==> src/hdl/performan_pkg.sv <==
package performan_pkg;

	// ====================
	// Video and bus types
	// ====================
	typedef logic [15:0] addr_t;   // CPU address
	typedef logic [7:0]  data_t;   // CPU data byte
	typedef logic [8:0]  hpix_t;   // Horizontal position
	typedef logic [7:0]  vpix_t;   // Vertical pixel line
	typedef logic [8:0]  vcnt_t;   // Line counter
	typedef logic [7:0]  pixel_t;  // Layer pixel or colour index

	// ====================
	// Horizontal timing
	// ====================
	localparam hpix_t H_TOTAL       = 9'd388;  // Pixel clocks per line
	localparam hpix_t H_SYNC_START  = 9'd320;
	localparam hpix_t H_SYNC_END    = 9'd351;  // Inclusive
	localparam hpix_t H_BLANK_START = 9'd296;  // Blank to end of line

	// Mirrored position is base minus count, wraps at 512
	localparam hpix_t H_FLIP_BASE = 9'd258;

	// Left edge of the forced black border
	localparam hpix_t BORDER_LO = 9'd411;

	// ====================
	// Vertical timing
	// ====================
	localparam vcnt_t V_TOTAL       = 9'd270;  // Lines per frame
	localparam vcnt_t V_BLANK_START = 9'd240;  // Blank to end of frame
	localparam vcnt_t V_SYNC_START  = 9'd248;
	localparam vcnt_t V_SYNC_END    = 9'd255;  // Inclusive

	// ====================
	// CPU bus map
	// ====================
	// Scroll and port window, only bits 15..11 take part in the decode
	localparam addr_t MCU_PORT_BASE = 16'hA800;

	// Low address bits selecting the horizontal scroll register
	localparam logic [1:0] HSCRL_LO_OFS = 2'd0;

	// Bit positions in the addressable control latch
	localparam logic [2:0] LATCH_FLIP       = 3'd1;
	localparam logic [2:0] LATCH_INT_ENABLE = 3'd3;

endpackage
==> src/hdl/performan_video_top.sv <==
`timescale 1ns/10ps

module performan_video_top import performan_pkg::*; (
	input  logic   pixel_clk,
	input  logic   RESET_n,
	// CPU side
	input  addr_t  bus_addr_i,
	input  data_t  bus_data_i,
	input  logic   mem_wr_i,
	input  logic   io_wr_i,
	// Layer pixels
	input  pixel_t sp_pixel_i,
	input  pixel_t bg_pixel_i,
	// Video out
	output pixel_t colour_o,
	output hpix_t  hpix_scrl_o,
	output vpix_t  vpix_o,
	output logic   h_sync_o,
	output logic   h_blank_o,
	output logic   v_sync_o,
	output logic   v_blank_o,
	output logic   irq_o
);

	data_t h_scroll;
	logic  flip;
	logic  int_enable;
	hpix_t hpix;

	// ====================
	// Decode
	// ====================
	bus_decode u_decode (
		.pixel_clk    (pixel_clk),
		.RESET_n      (RESET_n),
		.bus_addr_i   (bus_addr_i),
		.bus_data_i   (bus_data_i),
		.mem_wr_i     (mem_wr_i),
		.io_wr_i      (io_wr_i),
		.h_scroll_o   (h_scroll),
		.flip_o       (flip),
		.int_enable_o (int_enable)
	);

	// ====================
	// Timing
	// ====================
	video_timing u_timing (
		.pixel_clk    (pixel_clk),
		.RESET_n      (RESET_n),
		.flip_i       (flip),
		.int_enable_i (int_enable),
		.h_scroll_i   (h_scroll),
		.hpix_o       (hpix),
		.vpix_o       (vpix_o),
		.hpix_scrl_o  (hpix_scrl_o),
		.h_sync_o     (h_sync_o),
		.h_blank_o    (h_blank_o),
		.v_sync_o     (v_sync_o),
		.v_blank_o    (v_blank_o),
		.irq_o        (irq_o)
	);

	// ====================
	// Mixer
	// ====================
	pixel_mixer u_mixer (
		.pixel_clk  (pixel_clk),
		.RESET_n    (RESET_n),
		.hpix_i     (hpix),
		.sp_pixel_i (sp_pixel_i),
		.bg_pixel_i (bg_pixel_i),
		.colour_o   (colour_o)
	);

endmodule

==> src/hdl/pixel_mixer.sv <==
`timescale 1ns/10ps

module pixel_mixer import performan_pkg::*; (
	input  logic   pixel_clk,
	input  logic   RESET_n,
	input  hpix_t  hpix_i,
	input  pixel_t sp_pixel_i,
	input  pixel_t bg_pixel_i,
	output pixel_t colour_o     // Colour PROM address
);

	// ====================
	// Priority
	// ====================
	logic   sp_opaque;
	logic   bg_clear;
	logic   sp_wins;
	logic   in_border;
	pixel_t mix;
	pixel_t colour;

	assign sp_opaque = |sp_pixel_i[2:0];
	assign bg_clear  = (bg_pixel_i[2:0] == 3'b000);

	// Bit 7 of the sprite pixel forces it over the background
	assign sp_wins = sp_opaque && (sp_pixel_i[7] || bg_clear);

	// Sprite colours live in the upper half of the PROM
	assign mix = sp_wins ? {1'b1, sp_pixel_i[6:0]} : bg_pixel_i;

	// Border runs from BORDER_LO up to the top of the 9-bit range
	assign in_border = (hpix_i >= BORDER_LO);

	// ====================
	// Output register
	// ====================
	always_ff @(posedge pixel_clk or negedge RESET_n) begin
		if (!RESET_n) begin
			colour <= '0;
		end else if (in_border) begin
			colour <= '0;
		end else begin
			colour <= mix;
		end
	end

	assign colour_o = colour;

endmodule

==> src/hdl/video_timing.sv <==
`timescale 1ns/10ps

module video_timing import performan_pkg::*; (
	input  logic  pixel_clk,
	input  logic  RESET_n,
	input  logic  flip_i,
	input  logic  int_enable_i,
	input  data_t h_scroll_i,
	output hpix_t hpix_o,        // Screen position, flip applied
	output vpix_t vpix_o,
	output hpix_t hpix_scrl_o,   // Scrolled position, one cycle late
	output logic  h_sync_o,
	output logic  h_blank_o,
	output logic  v_sync_o,
	output logic  v_blank_o,
	output logic  irq_o
);

	hpix_t hcount;
	vcnt_t vcount;
	logic  line_end;
	logic  frame_end;
	logic  vblank_entry;

	hpix_t hpix;
	hpix_t hpix_flip;
	hpix_t hpix_scrl;
	hpix_t scrl_sum;
	logic  irq;

	// ====================
	// Counters
	// ====================
	assign line_end  = (hcount == H_TOTAL - 9'd1);
	assign frame_end = (vcount == V_TOTAL - 9'd1);

	always_ff @(posedge pixel_clk or negedge RESET_n) begin
		if (!RESET_n) begin
			hcount <= '0;
		end else if (line_end) begin
			hcount <= '0;
		end else begin
			hcount <= hcount + 9'd1;
		end
	end

	// Line counter steps once per line, on the last pixel clock
	always_ff @(posedge pixel_clk or negedge RESET_n) begin
		if (!RESET_n) begin
			vcount <= '0;
		end else if (line_end) begin
			if (frame_end) begin
				vcount <= '0;
			end else begin
				vcount <= vcount + 9'd1;
			end
		end
	end

	// ====================
	// Positions and scroll
	// ====================
	assign hpix_flip = H_FLIP_BASE - hcount;  // Wraps mod 512
	assign hpix      = flip_i ? hpix_flip : hcount;

	assign vpix_o = flip_i ? ~vcount[7:0] : vcount[7:0];

	// Scroll bit 8 is tied low on this board
	assign scrl_sum = hpix + {1'b0, h_scroll_i};

	always_ff @(posedge pixel_clk or negedge RESET_n) begin
		if (!RESET_n) begin
			hpix_scrl <= '0;
		end else begin
			hpix_scrl <= scrl_sum;
		end
	end

	// ====================
	// Sync and blank
	// ====================
	assign h_sync_o  = (hcount >= H_SYNC_START) && (hcount <= H_SYNC_END);
	assign h_blank_o = (hcount >= H_BLANK_START);
	assign v_sync_o  = (vcount >= V_SYNC_START) && (vcount <= V_SYNC_END);
	assign v_blank_o = (vcount >= V_BLANK_START);

	// ====================
	// Vblank interrupt
	// ====================
	// True on the edge that moves vcount onto the first blank line
	assign vblank_entry = line_end && (vcount == V_BLANK_START - 9'd1);

	always_ff @(posedge pixel_clk or negedge RESET_n) begin
		if (!RESET_n) begin
			irq <= 1'b0;
		end else if (!int_enable_i) begin
			irq <= 1'b0;           // Enable low holds the flop clear
		end else if (vblank_entry) begin
			irq <= 1'b1;
		end
	end

	assign hpix_o      = hpix;
	assign hpix_scrl_o = hpix_scrl;
	assign irq_o       = irq;

endmodule

==> src/hdl/bus_decode.sv <==
`timescale 1ns/10ps

module bus_decode import performan_pkg::*; (
	input  logic  pixel_clk,
	input  logic  RESET_n,
	input  addr_t bus_addr_i,
	input  data_t bus_data_i,
	input  logic  mem_wr_i,      // Memory write strobe
	input  logic  io_wr_i,       // I/O write strobe
	output data_t h_scroll_o,
	output logic  flip_o,
	output logic  int_enable_o
);

	// ====================
	// Address decode
	// ====================
	logic       port_win;
	logic       hscrl_wr;
	logic [2:0] latch_sel;
	logic       latch_d;
	logic       flip_wr;
	logic       int_en_wr;

	data_t h_scroll;
	logic  flip;
	logic  int_enable;

	// Window at 0xA800, 2K wide
	assign port_win = (bus_addr_i[15:11] == MCU_PORT_BASE[15:11]);

	assign hscrl_wr = mem_wr_i && port_win && (bus_addr_i[1:0] == HSCRL_LO_OFS);

	// Addressable latch takes its index and data from the address bus
	assign latch_sel = bus_addr_i[3:1];
	assign latch_d   = bus_addr_i[0];

	assign flip_wr   = io_wr_i && (latch_sel == LATCH_FLIP);
	assign int_en_wr = io_wr_i && (latch_sel == LATCH_INT_ENABLE);

	// ====================
	// Registers
	// ====================
	always_ff @(posedge pixel_clk or negedge RESET_n) begin
		if (!RESET_n) begin
			h_scroll <= '0;
		end else if (hscrl_wr) begin
			h_scroll <= bus_data_i;  // Low byte only, bit 8 stays 0
		end
	end

	// Only the two latch bits still in use are held
	always_ff @(posedge pixel_clk or negedge RESET_n) begin
		if (!RESET_n) begin
			flip       <= 1'b0;
			int_enable <= 1'b0;
		end else begin
			if (flip_wr) begin
				flip <= latch_d;
			end
			if (int_en_wr) begin
				int_enable <= latch_d;
			end
		end
	end

	assign h_scroll_o   = h_scroll;
	assign flip_o       = flip;
	assign int_enable_o = int_enable;

endmodule

==> config.mk <==
export PLATFORM = sky130hd
export DESIGN_NAME = performan_video_top
export DESIGN_NICKNAME = d
export VERILOG_FILES = /design/src/hdl/performan_pkg.sv /design/src/hdl/performan_video_top.sv /design/src/hdl/pixel_mixer.sv /design/src/hdl/video_timing.sv /design/src/hdl/bus_decode.sv
export SDC_FILE = /design/constraint.sdc
export NUM_CORES = 1
export LEC_CHECK = 0
export ABC_AREA = 1
export CORE_UTILIZATION = 60
export DETAILED_ROUTE_END_ITERATION = 8
export DONT_BUFFER_PORTS = 1
export PLACE_DENSITY = 0.79
export SLEW_MARGIN = 30
export SYNTH_ARGS = -nofsm -noshare
export SYNTH_HDL_FRONTEND = slang
export SYNTH_SLANG_ARGS = --single-unit
==> constraint.sdc <==
create_clock -name pixel_clk -period 5.9 [get_ports pixel_clk]
set_input_delay 0.59 -clock pixel_clk [delete_from_list [all_inputs] [get_ports pixel_clk]]
set_output_delay 0.59 -clock pixel_clk [all_outputs]
set_load 0.02 [all_outputs]
==> flow_summary.yaml, run 1 <==
detailed_routing:
  vias: 2283
  routed_via_density: 5.47
  drtPass1Iterations: 6
  drtIter0Drc: 114
  routedWlPerCell_um: 12.9
  drc_errors: 11
  wirelength_um: 5390
  drtAntennaViolNets: 0
floorplan:
  die_y_um: 70.7
  die_w_um: 70.7
  io_pins: 74
  num_rows: 24
  die-area_um2: 5000
  core_area_um2: 4440
  start_util: 0.637
setup_path:
  crit_type: "reg2out"
  worstPathRequired_ps: 5310
  crit_path_end_kind: "primary output"
  crit_arrival_ps: 2080
  start_kind: "flop"
  critPathMaxFanout: 7
clock_tree:
  hold_buffers: 1
  cts_max_path_buffers: 2
  htreeDepth: 2
  cts_tree: "done"
  cts.clk_slew.worst_paths_ps: 90
  cts_sinks: 46
  cts_setup_buffers: 0
  numCtsBuffers: 5
  clk_latency_ps: 310
  root_buffer: "clkbuf_8"
  ctsResizeCount: 0
timing:
  fmax_mhz: 375
  setup_viol: 0
  finalHoldViolCount: 0
  fin_skew_ps: 7.33
  period_needed_ps: 2670
  setup_tns_ps: 0
  post-route-period-util: 0.452
  slew_headroom: 0.452
  rsz0062_at_grt: "no"
  slew_viol_final: 0
  tightest_slew_ps: 816
global_routing:
  grt_usage: 0.238
  antenna_found_initial: 0
  grt_overflow: 0
  grt_pass1_wl_um: 9460
  grt_start_max_net_pins: 47
  grt_pass1_vias: 2198
yosys:
  synth-xor-area-share: 0.0526
  ys_ff_latch: 46
  synth_mux_area_frac: 0
  synth_area_um2: 2830
  synth_compound_area_frac: 0.117
  synth_fa_ha_area_frac: 0.0734
  yosys.area.top_type: "dfrtp_1"
  syn_avg_cell_area_um2: 7.75
  seq_area_frac_synth: 0.407
  synthTopCellsByArea: "dfrtp_1, nand2_1, inv_1"
  ys.flop_type: "dfrtp_1"
  synth_top_area_share: 0.407
  synth_cells: 365
  synth_top_family_by_area: "simple AND/OR/NAND/NOR gates"
  synth-simple-area-share: 0.244
  async_flop_share: 1.00
  syn-num-nets: 425
  synth_warnings: 0
  synth_edf_count: 0
  yosysUniqueCellTypes: 33
final_layout:
  diodes: 0
  final_area_um2: 2960
  area_delta_synth_final_pct: 4.42
  nNetsFinal: 424
  drive_above_1_share: 0.0685
place:
  placed_cell_area_um2: 2830
  dp_hpwl_um: 4070
  portBuffers: 0
  gp_congestion: 0.851
job:
  cap_violations: 0
status:
  violations: "design-rule violations"
  outcome: "complete, but fails checks"
min_path:
  min_path_type: "in2async"
pwr:
  power_uw: 703
  power.density_nw_per_um2: 238
  peakVddDrop_mv: 0.185
  leakagePower_uw: 0.00151
## area by class of cell
class,instances,area (um^2)
sequential,46,1150
clock inverter,3,25.0
multi-input combinational,247,1380
tap,52,65.1
fill,382,1490
inverter,63,241
clock buffer,5,68.8
timing repair buffer,1,27.5
## cell usage after synthesis (2+ instances only)
master / instances
nand2_1: 75
dfrtp_1: 46
o21ai_0: 29
nand4_1: 10
nor2_2: 3
a21oi_1: 26
nand2_2: 5
xor2_1: 14
nor2_4: 2
clkbuf_1: 4
ha_1: 15
nor3_1: 5
nor4_1: 2
inv_2: 2
buf_2: 3
nor2_1: 24
inv_1: 60
nor3b_1: 2
xnor2_1: 3
nand3_1: 18
o21ai_1: 5
## registers in the layout, indices dropped and copies added (netlist names)
signal,cells
u_mixer.colour_o,8
u_timing.vcount,9
u_decode.h_scroll_o,8
u_timing.hcount,9
u_decode.int_enable_o,1
u_decode.flip_o,1
u_timing.hpix_scrl_o,9
u_timing.irq_o,1
## metrics by stage
stage,hold WS [ps],std cells,setup WS [ps],util
final,114,417,3230,0.665
after CTS,123,417,3220,0.665
after floorplan,294,365,3770,-
after global routing,120,417,3050,0.665
after global placement,295,408,3420,0.638
after detailed placement,295,408,3370,0.638
## where the power goes
part	switching (uW)	internal [uW]
logic	75.8	41.3
clock network	114	85.5
registers	45.0	341
## critical path: stages, from the launching register on
cell,delay [ps]
dfrtp_1,470
ha_1,280
nand2_1,70
inv_1,70
nand2_1,70
nor2_1,250
nand4_1,120
a21oi_1,430
## cell usage in the layout (no fill, tap or decap), types with 2 or more instances in the layout
cell	synthesis	routed
clkinv_4	1	2
a21oi_1	26	26
nor4_1	2	2
clkbuf_8	0	5
nand4_1	10	10
nor2_4	2	2
nand2_2	5	5
xor2_1	14	14
xnor2_1	3	3
o21ai_1	5	5
nand3_1	18	18
nor2_1	24	24
inv_1	60	60
dfrtp_1	46	46
o21ai_0	29	29
nand2_1	75	75
nor3b_1	2	2
nor3_1	5	5
inv_2	2	2
ha_1	15	15
nor2_2	3	3
## routing by layer
metal,share of wire,vias to the layer above,routed length [um],GRT usage
met5,0,-,0,0
met1,0.45,1041,2440,0.296
met2,0.47,71,2550,0.409
met3,0.063,7,338,0.0670
li1,-,1164,-,-
met4,0.012,0,66,0.0644
## cells by family after synthesis
group	after synthesis
AO/OA/AOI/OAI	64
XOR/XNOR	17
adder cells (fa/ha/maj)	16
buffers and inverters	72
flip-flops	46
AND/OR/NAND/NOR	150
## worst paths after layout
check | startpoint | end | slack [ps] | cells after the start
min | RESET_n | u_timing.hcount[4]$_DFF_PN0_ | 110 | 1
min reg2reg | u_decode.int_enable_o$_DFFE_PN0P_ | u_decode.int_enable_o$_DFFE_PN0P_ | 500 | 2
max reg2reg | u_decode.flip_o$_DFFE_PN0P_ | u_timing.hpix_scrl_o[6]$_DFF_PN0_ | 3350 | 8
max in group asynchronous | RESET_n | u_timing.vcount[3]$_DFFE_PN0N_ | 5580 | 1
min in group pixel_clk | bus_data_i[0] | u_decode.h_scroll_o[0]$_DFFE_PN0P_ | 410 | 2
max | u_timing.hcount[0]$_DFF_PN0_ | h_sync_o | 3230 | 7
(Power assumes the default switching activity.)
==> run 2: changes to the inputs <==
--- a/config.mk
+++ b/config.mk
@@ -6,10 +6,10 @@
 export NUM_CORES = 1
 export LEC_CHECK = 0
 export ABC_AREA = 1
-export CORE_UTILIZATION = 60
+export CORE_UTILIZATION = 57
 export DETAILED_ROUTE_END_ITERATION = 8
 export DONT_BUFFER_PORTS = 1
-export PLACE_DENSITY = 0.79
+export PLACE_DENSITY = 0.78
 export SLEW_MARGIN = 30
 export SYNTH_ARGS = -nofsm -noshare
 export SYNTH_HDL_FRONTEND = slang
==> constraint.sdc (replaced) <==
create_clock -name pixel_clk -period 2.2 [get_ports pixel_clk]
set_input_delay 0.22 -clock pixel_clk [delete_from_list [all_inputs] [get_ports pixel_clk]]
set_output_delay 0.22 -clock pixel_clk [all_outputs]
set_load 0.02 [all_outputs]
==> run 2 against run 1 <==
The flow now finishes without violations; critical path depth rose by 2; clock power rose by 140%; count of clock-buffer cells in the layout rose by 2; power rose to 2.6 times the previous value; sequential share of layout area fell by 1.3 points; largest cell class unchanged; largest power group unchanged; highest routed layer unchanged.
==> flow_summary.yaml, run 2 (synthesis gave the netlist of run 1 again) <==
timing:
  setup_viol: 0
  fin_skew_ps: 3.08
  finalHoldViolCount: 0
  slew_headroom: 0.496
  period_needed_ps: 2130
  holdWs_ps: 65.6
  rsz0062_at_grt: "yes"
  post-route-period-util: 0.966
  tightest_slew_ps: 750
  slew_viol_final: 0
  fmax_mhz: 470
  setup_tns_ps: 0
final_layout:
  seqCellArea_um2: 1150
  fillCellCount: 443
  drive_above_1_share: 0.102
  diodes: 0
  final_area_um2: 3060
  nNetsFinal: 433
  final_common_cell: "nand2_1"
  multi_input_area_um2: 1410
  area_delta_synth_final_pct: 8.18
  final_cell_mix: "nand2_1, inv_1, dfrtp_1, o21ai_0, a21oi_1"
setup_path:
  rr_endpoint: "u_timing.hpix_scrl_o[7]$_DFF_PN0_"
  r2r-start: "u_timing.hcount[0]$_DFF_PN0_"
  crit_arrival_ps: 1910
  worstPathRequired_ps: 1980
  start_kind: "flop"
  crit_type: "reg2out"
  ff2ff_setup_slack_ps: 120
  critPathMaxFanout: 6
  crit_path_end_kind: "primary output"
  reg2regPathDepth: 11
clock_tree:
  cts_max_path_buffers: 2
  cts_sinks: 46
  cts.clk_slew.worst_paths_ps: 80
  root_buffer: "clkbuf_8"
  cts_tree: "done"
  clk_latency_ps: 290
  htreeDepth: 2
  numCtsBuffers: 5
min_path:
  hold_end: "u_decode.h_scroll_o[6]$_DFFE_PN0P_"
  holdPathStages: 2
  holdCritStartpoint: "bus_data_i[6]"
  min_path_type: "in2reg"
global_routing:
  grt_start_max_net_pins: 47
  grt_usage: 0.218
  grt_overflow: 0
  grt_pass1_wl_um: 9000
  grt_pass1_vias: 2113
  antenna_found_initial: 0
floorplan:
  num_rows: 25
  core_area_um2: 4750
  start_util: 0.595
  die_y_um: 72.5
  io_pins: 74
  die-area_um2: 5250
  die_w_um: 72.5
job:
  cap_violations: 0
detailed_routing:
  routed_via_density: 5.33
  wirelength_um: 5480
  drtPass1Iterations: 4
  vias: 2347
  drtAntennaViolNets: 0
  routedWlPerCell_um: 12.5
  drc_errors: 0
  drtIter0Drc: 124
place:
  placed_cell_area_um2: 2910
  gp_congestion: 0.967
  portBuffers: 0
  dp_hpwl_um: 3990
pwr:
  leakagePower_uw: 0.00154
  peakVddDrop_mv: 0.338
  power.density_nw_per_um2: 602
status:
  outcome: "complete, no violations"
run 2: report_power, final:
group | internal [uW] | total, uW | switching (uW)
sequential | 916 | 1030 | 109
combinational | 125 | 347 | 221
clock | 219 | 472 | 253
total | 1260 | 1840 | 584
run 2: worst max-delay path by stage:
stage | start | endpoint | slack, ps | cells past startpoint
final | u_timing.hcount[0]$_DFF_PN0_ | h_sync_o | 70 | 9
after global routing | u_timing.hcount[0]$_DFF_PN0_ | h_sync_o | -60 | 9
after CTS | u_timing.hcount[0]$_DFF_PN0_ | u_timing.hpix_scrl_o[7]$_DFF_PN0_ | 50 | 11
after detailed placement | u_timing.hcount[0]$_DFF_PN0_ | u_timing.hpix_scrl_o[6]$_DFF_PN0_ | 8 | 11
after global placement | u_timing.hcount[0]$_DFF_PN0_ | u_timing.hpix_scrl_o[6]$_DFF_PN0_ | 60 | 11
after floorplan | u_timing.hcount[0]$_DFF_PN0_ | u_timing.hpix_scrl_o[6]$_DFF_PN0_ | 70 | 11
run 2: area by class of cell:
cell class              instances  area share
clock buffers                   7      0.0249
repair buffers                 10      0.0319
inverters                      63      0.0789
flip-flops and latches         46       0.376
multi-input cells             247       0.461
well taps                      67      0.0274
run 2: per-stage QoR:
stage                     setup WS, ps  utilization  std cells  power, uW
after CTS                         49.1        0.637        440       1850
after global placement            65.0        0.613        431       1340
after floorplan                   73.0            -        365       1290
after detailed placement          7.55        0.613        431       1350
after global routing             -62.6        0.644        440       1950
final                             74.1        0.644        440       1840
run 2: worst max-delay path, stage by stage, from the launching register on:
cell and delay, ps:
dfrtp_1 340, buf_4 140, ha_1 240, nand2_1 70, inv_1 80, nand2_1 110, nor2_4 150, nand4_1 100
a21oi_1 210, buf_4 170
run 2: metal layers:
| metal | wire, um | global-route usage | up-vias |
|---|---|---|---|
| met3 | 312 | 0.0500 | 7 |
| met4 | 80 | 0.0784 | 0 |
| li1 | - | - | 1175 |
| met2 | 2710 | 0.381 | 80 |
| met1 | 2380 | 0.264 | 1085 |
| met5 | 0 | 0 | - |
run 2: repair_timing:
item / 4_1_cts / 5_1_grt
hold endpoints to repair: 46 / 0
endpoints found under the setup margin: 3 / 7
hold buffers: 2 / 0
gates resized for setup: 2 / 9
gates cloned: 0 / 0
buffers inserted: 0 / 0
==> run 3: changes to the inputs <==
--- a/config.mk
+++ b/config.mk
@@ -6,10 +6,12 @@
 export NUM_CORES = 1
 export LEC_CHECK = 0
 export ABC_AREA = 1
+export CORE_MARGIN = 1.5
 export CORE_UTILIZATION = 57
 export DETAILED_ROUTE_END_ITERATION = 8
 export DONT_BUFFER_PORTS = 1
 export PLACE_DENSITY = 0.78
+export REMOVE_ABC_BUFFERS = 1
 export SLEW_MARGIN = 30
 export SYNTH_ARGS = -nofsm -noshare
 export SYNTH_HDL_FRONTEND = slang
==> run 3 against run 2 <==
Wire length up 3.2%; sequential share of layout area down 0.43 points; global-route usage up 0.52 points; highest routed layer unchanged; critical path type is now reg2reg; hold slack worse by 11 ps; first-iteration DRC count down 7.3%; clock skew about the same.
==> flow_summary.yaml, run 3 (synthesis gave the netlist of run 1 again) <==
global_routing:
  grt_start_max_net_pins: 47
  grt_overflow: 0
  antenna_found_initial: 0
  grt_pass1_vias: 2166
  grt_pass1_wl_um: 9440
  grt_usage: 0.224
pwr:
  pwr-share-comb: 0.183
  pwr-share-clk: 0.280
  pwr-share-seq: 0.537
  cellInternalPower_uw: 1300
  switching_share: 0.321
  peakVddDrop_mv: 0.321
  leakagePower_uw: 0.00156
  power.density_nw_per_um2: 616
  switchingPower_uw: 613
setup_path:
  crit_arrival_ps: 2310
  critPathMaxFanout: 3
  crit_path_end_kind: "flop"
  slowest_delay_ps: 460
  cpLargestDelayFamily: "adder cells"
  crit_slowest_cell: "fa_1"
  crit_chain: "inv_1 -> ha_1 -> nand2_1 -> o21ai_1 -> fa_1 -> o21ai_0 -> buf_4 -> nand2_1 -> nand2_1 -> nand2_1 -> nand3_1 -> nand2_1"
  start_kind: "flop"
  worstPathRequired_ps: 2400
  cp.buffers_inverters: 2
  crit_type: "reg2reg"
  cp_common_cell: "nand2_1"
clock_tree:
  numCtsBuffers: 5
  clk_latency_ps: 300
  cts_sinks: 46
  cts_tree: "done"
  cts_max_path_buffers: 2
  cts.clk_slew.worst_paths_ps: 80
  root_buffer: "clkbuf_8"
  htreeDepth: 2
final_layout:
  seqCellArea_um2: 1150
  fillCellCount: 415
  diodes: 0
  final_cell_mix: "nand2_1, inv_1, dfrtp_1, o21ai_0, a21oi_1"
  area_delta_synth_final_pct: 9.55
  nNetsFinal: 434
  final_common_cell: "nand2_1"
  multi_input_area_um2: 1430
  drive_above_1_share: 0.117
timing:
  rsz0062_at_grt: "yes"
  fmax_mhz: 473
  holdWs_ps: 55.0
  setup_viol: 0
  fin_skew_ps: 3.04
  slew_viol_final: 0
  tightest_slew_ps: 782
  slew_headroom: 0.475
  post-route-period-util: 0.961
  setup_ws_ps: 86.7
  period_needed_ps: 2110
  finalHoldViolCount: 0
detailed_routing:
  vias: 2338
  routed_via_density: 5.29
  drtIter0Drc: 115
  drtAntennaViolNets: 0
  routedWlPerCell_um: 12.8
  wirelength_um: 5660
  drc_errors: 0
  drtPass1Iterations: 6
min_path:
  min_path_type: "in2reg"
status:
  outcome: "complete, no violations"
floorplan:
  die_y_um: 73.5
  core_area_um2: 4750
  io_pins: 74
  start_util: 0.595
  num_rows: 25
  die-area_um2: 5400
  die_w_um: 73.5
place:
  portBuffers: 0
  gp_congestion: 0.971
  pre_cts_ws_ps: 80.7
  dp_hpwl_um: 4070
job:
  cap_violations: 0
-- run 3: final timing paths --
check                                             startpoint  cells past startpoint                                  to  slack [ps]
hold / removal                                 bus_data_i[0]                      2  u_decode.h_scroll_o[0]$_DFFE_PN0P_          60
hold reg to reg            u_decode.int_enable_o$_DFFE_PN0P_                      2   u_decode.int_enable_o$_DFFE_PN0P_         480
min in group asynchronous                            RESET_n                      2   u_timing.hpix_scrl_o[0]$_DFF_PN0_         450
setup / recovery                u_timing.hcount[0]$_DFF_PN0_                     12   u_timing.hpix_scrl_o[6]$_DFF_PN0_          90
setup reg to reg                u_timing.hcount[0]$_DFF_PN0_                     12   u_timing.hpix_scrl_o[6]$_DFF_PN0_          90
max in group asynchronous                            RESET_n                      2         u_decode.flip_o$_DFFE_PN0P_        1540
-- run 3: repair_timing --
| action | 4_1_cts | 5_1_grt |
|---|---|---|
| gates resized for setup | 0 | 14 |
| hold buffers | 2 | 0 |
| buffers inserted | 0 | 1 |
| setup endpoints to repair | 0 | 6 |
| hold endpoints to repair | 46 | 0 |
-- run 3: layout make-up --
class / count / area share
Clock buffer: 7 / 0.0278
Timing Repair Buffer: 11 / 0.0339
Multi-Input combinational cell: 247 / 0.460
Tap cell: 67 / 0.0270
Clock inverter: 1 / 0.00161
Sequential cell: 46 / 0.372
Inverter: 63 / 0.0779
-- run 3: routing by layer --
layer / track usage / wire, um
met1: 0.282 / 2560
met5: 0 / 0
met2: 0.366 / 2770
met3: 0.0590 / 259
met4: 0.0844 / 72
-- run 3: power by group through the flow --
| stage | registers, uW | logic (uW) | clock network, uW |
|---|---|---|---|
| after global placement | 1040 | 299 | 0 |
| after CTS | 1030 | 334 | 556 |
| final | 1030 | 349 | 534 |
| after floorplan | 1040 | 246 | 0 |
| after global routing | 1040 | 397 | 584 |
| after detailed placement | 1040 | 309 | 0 |
-- run 3: worst register-to-register path: stages (launching register included) --
cell,delay (ps)
dfrtp_1,350
inv_1,50
ha_1,300
nand2_1,80
o21ai_1,120
fa_1,460
o21ai_0,180
buf_4,150
nand2_1,40
nand2_1,50
nand2_1,70
nand3_1,100
nand2_1,60
-- run 3: per-stage QoR --
stage,utilization,power (uW),instance area (um^2),setup TNS (ps),instances
finish,0.652,1910,3100,0,442
floorplan,-,1280,2770,0,356
global placement,0.613,1340,2910,0,431
CTS,0.640,1920,3040,0,441
global route,0.652,2020,3100,-111,442
detailed placement,0.613,1350,2910,0,431
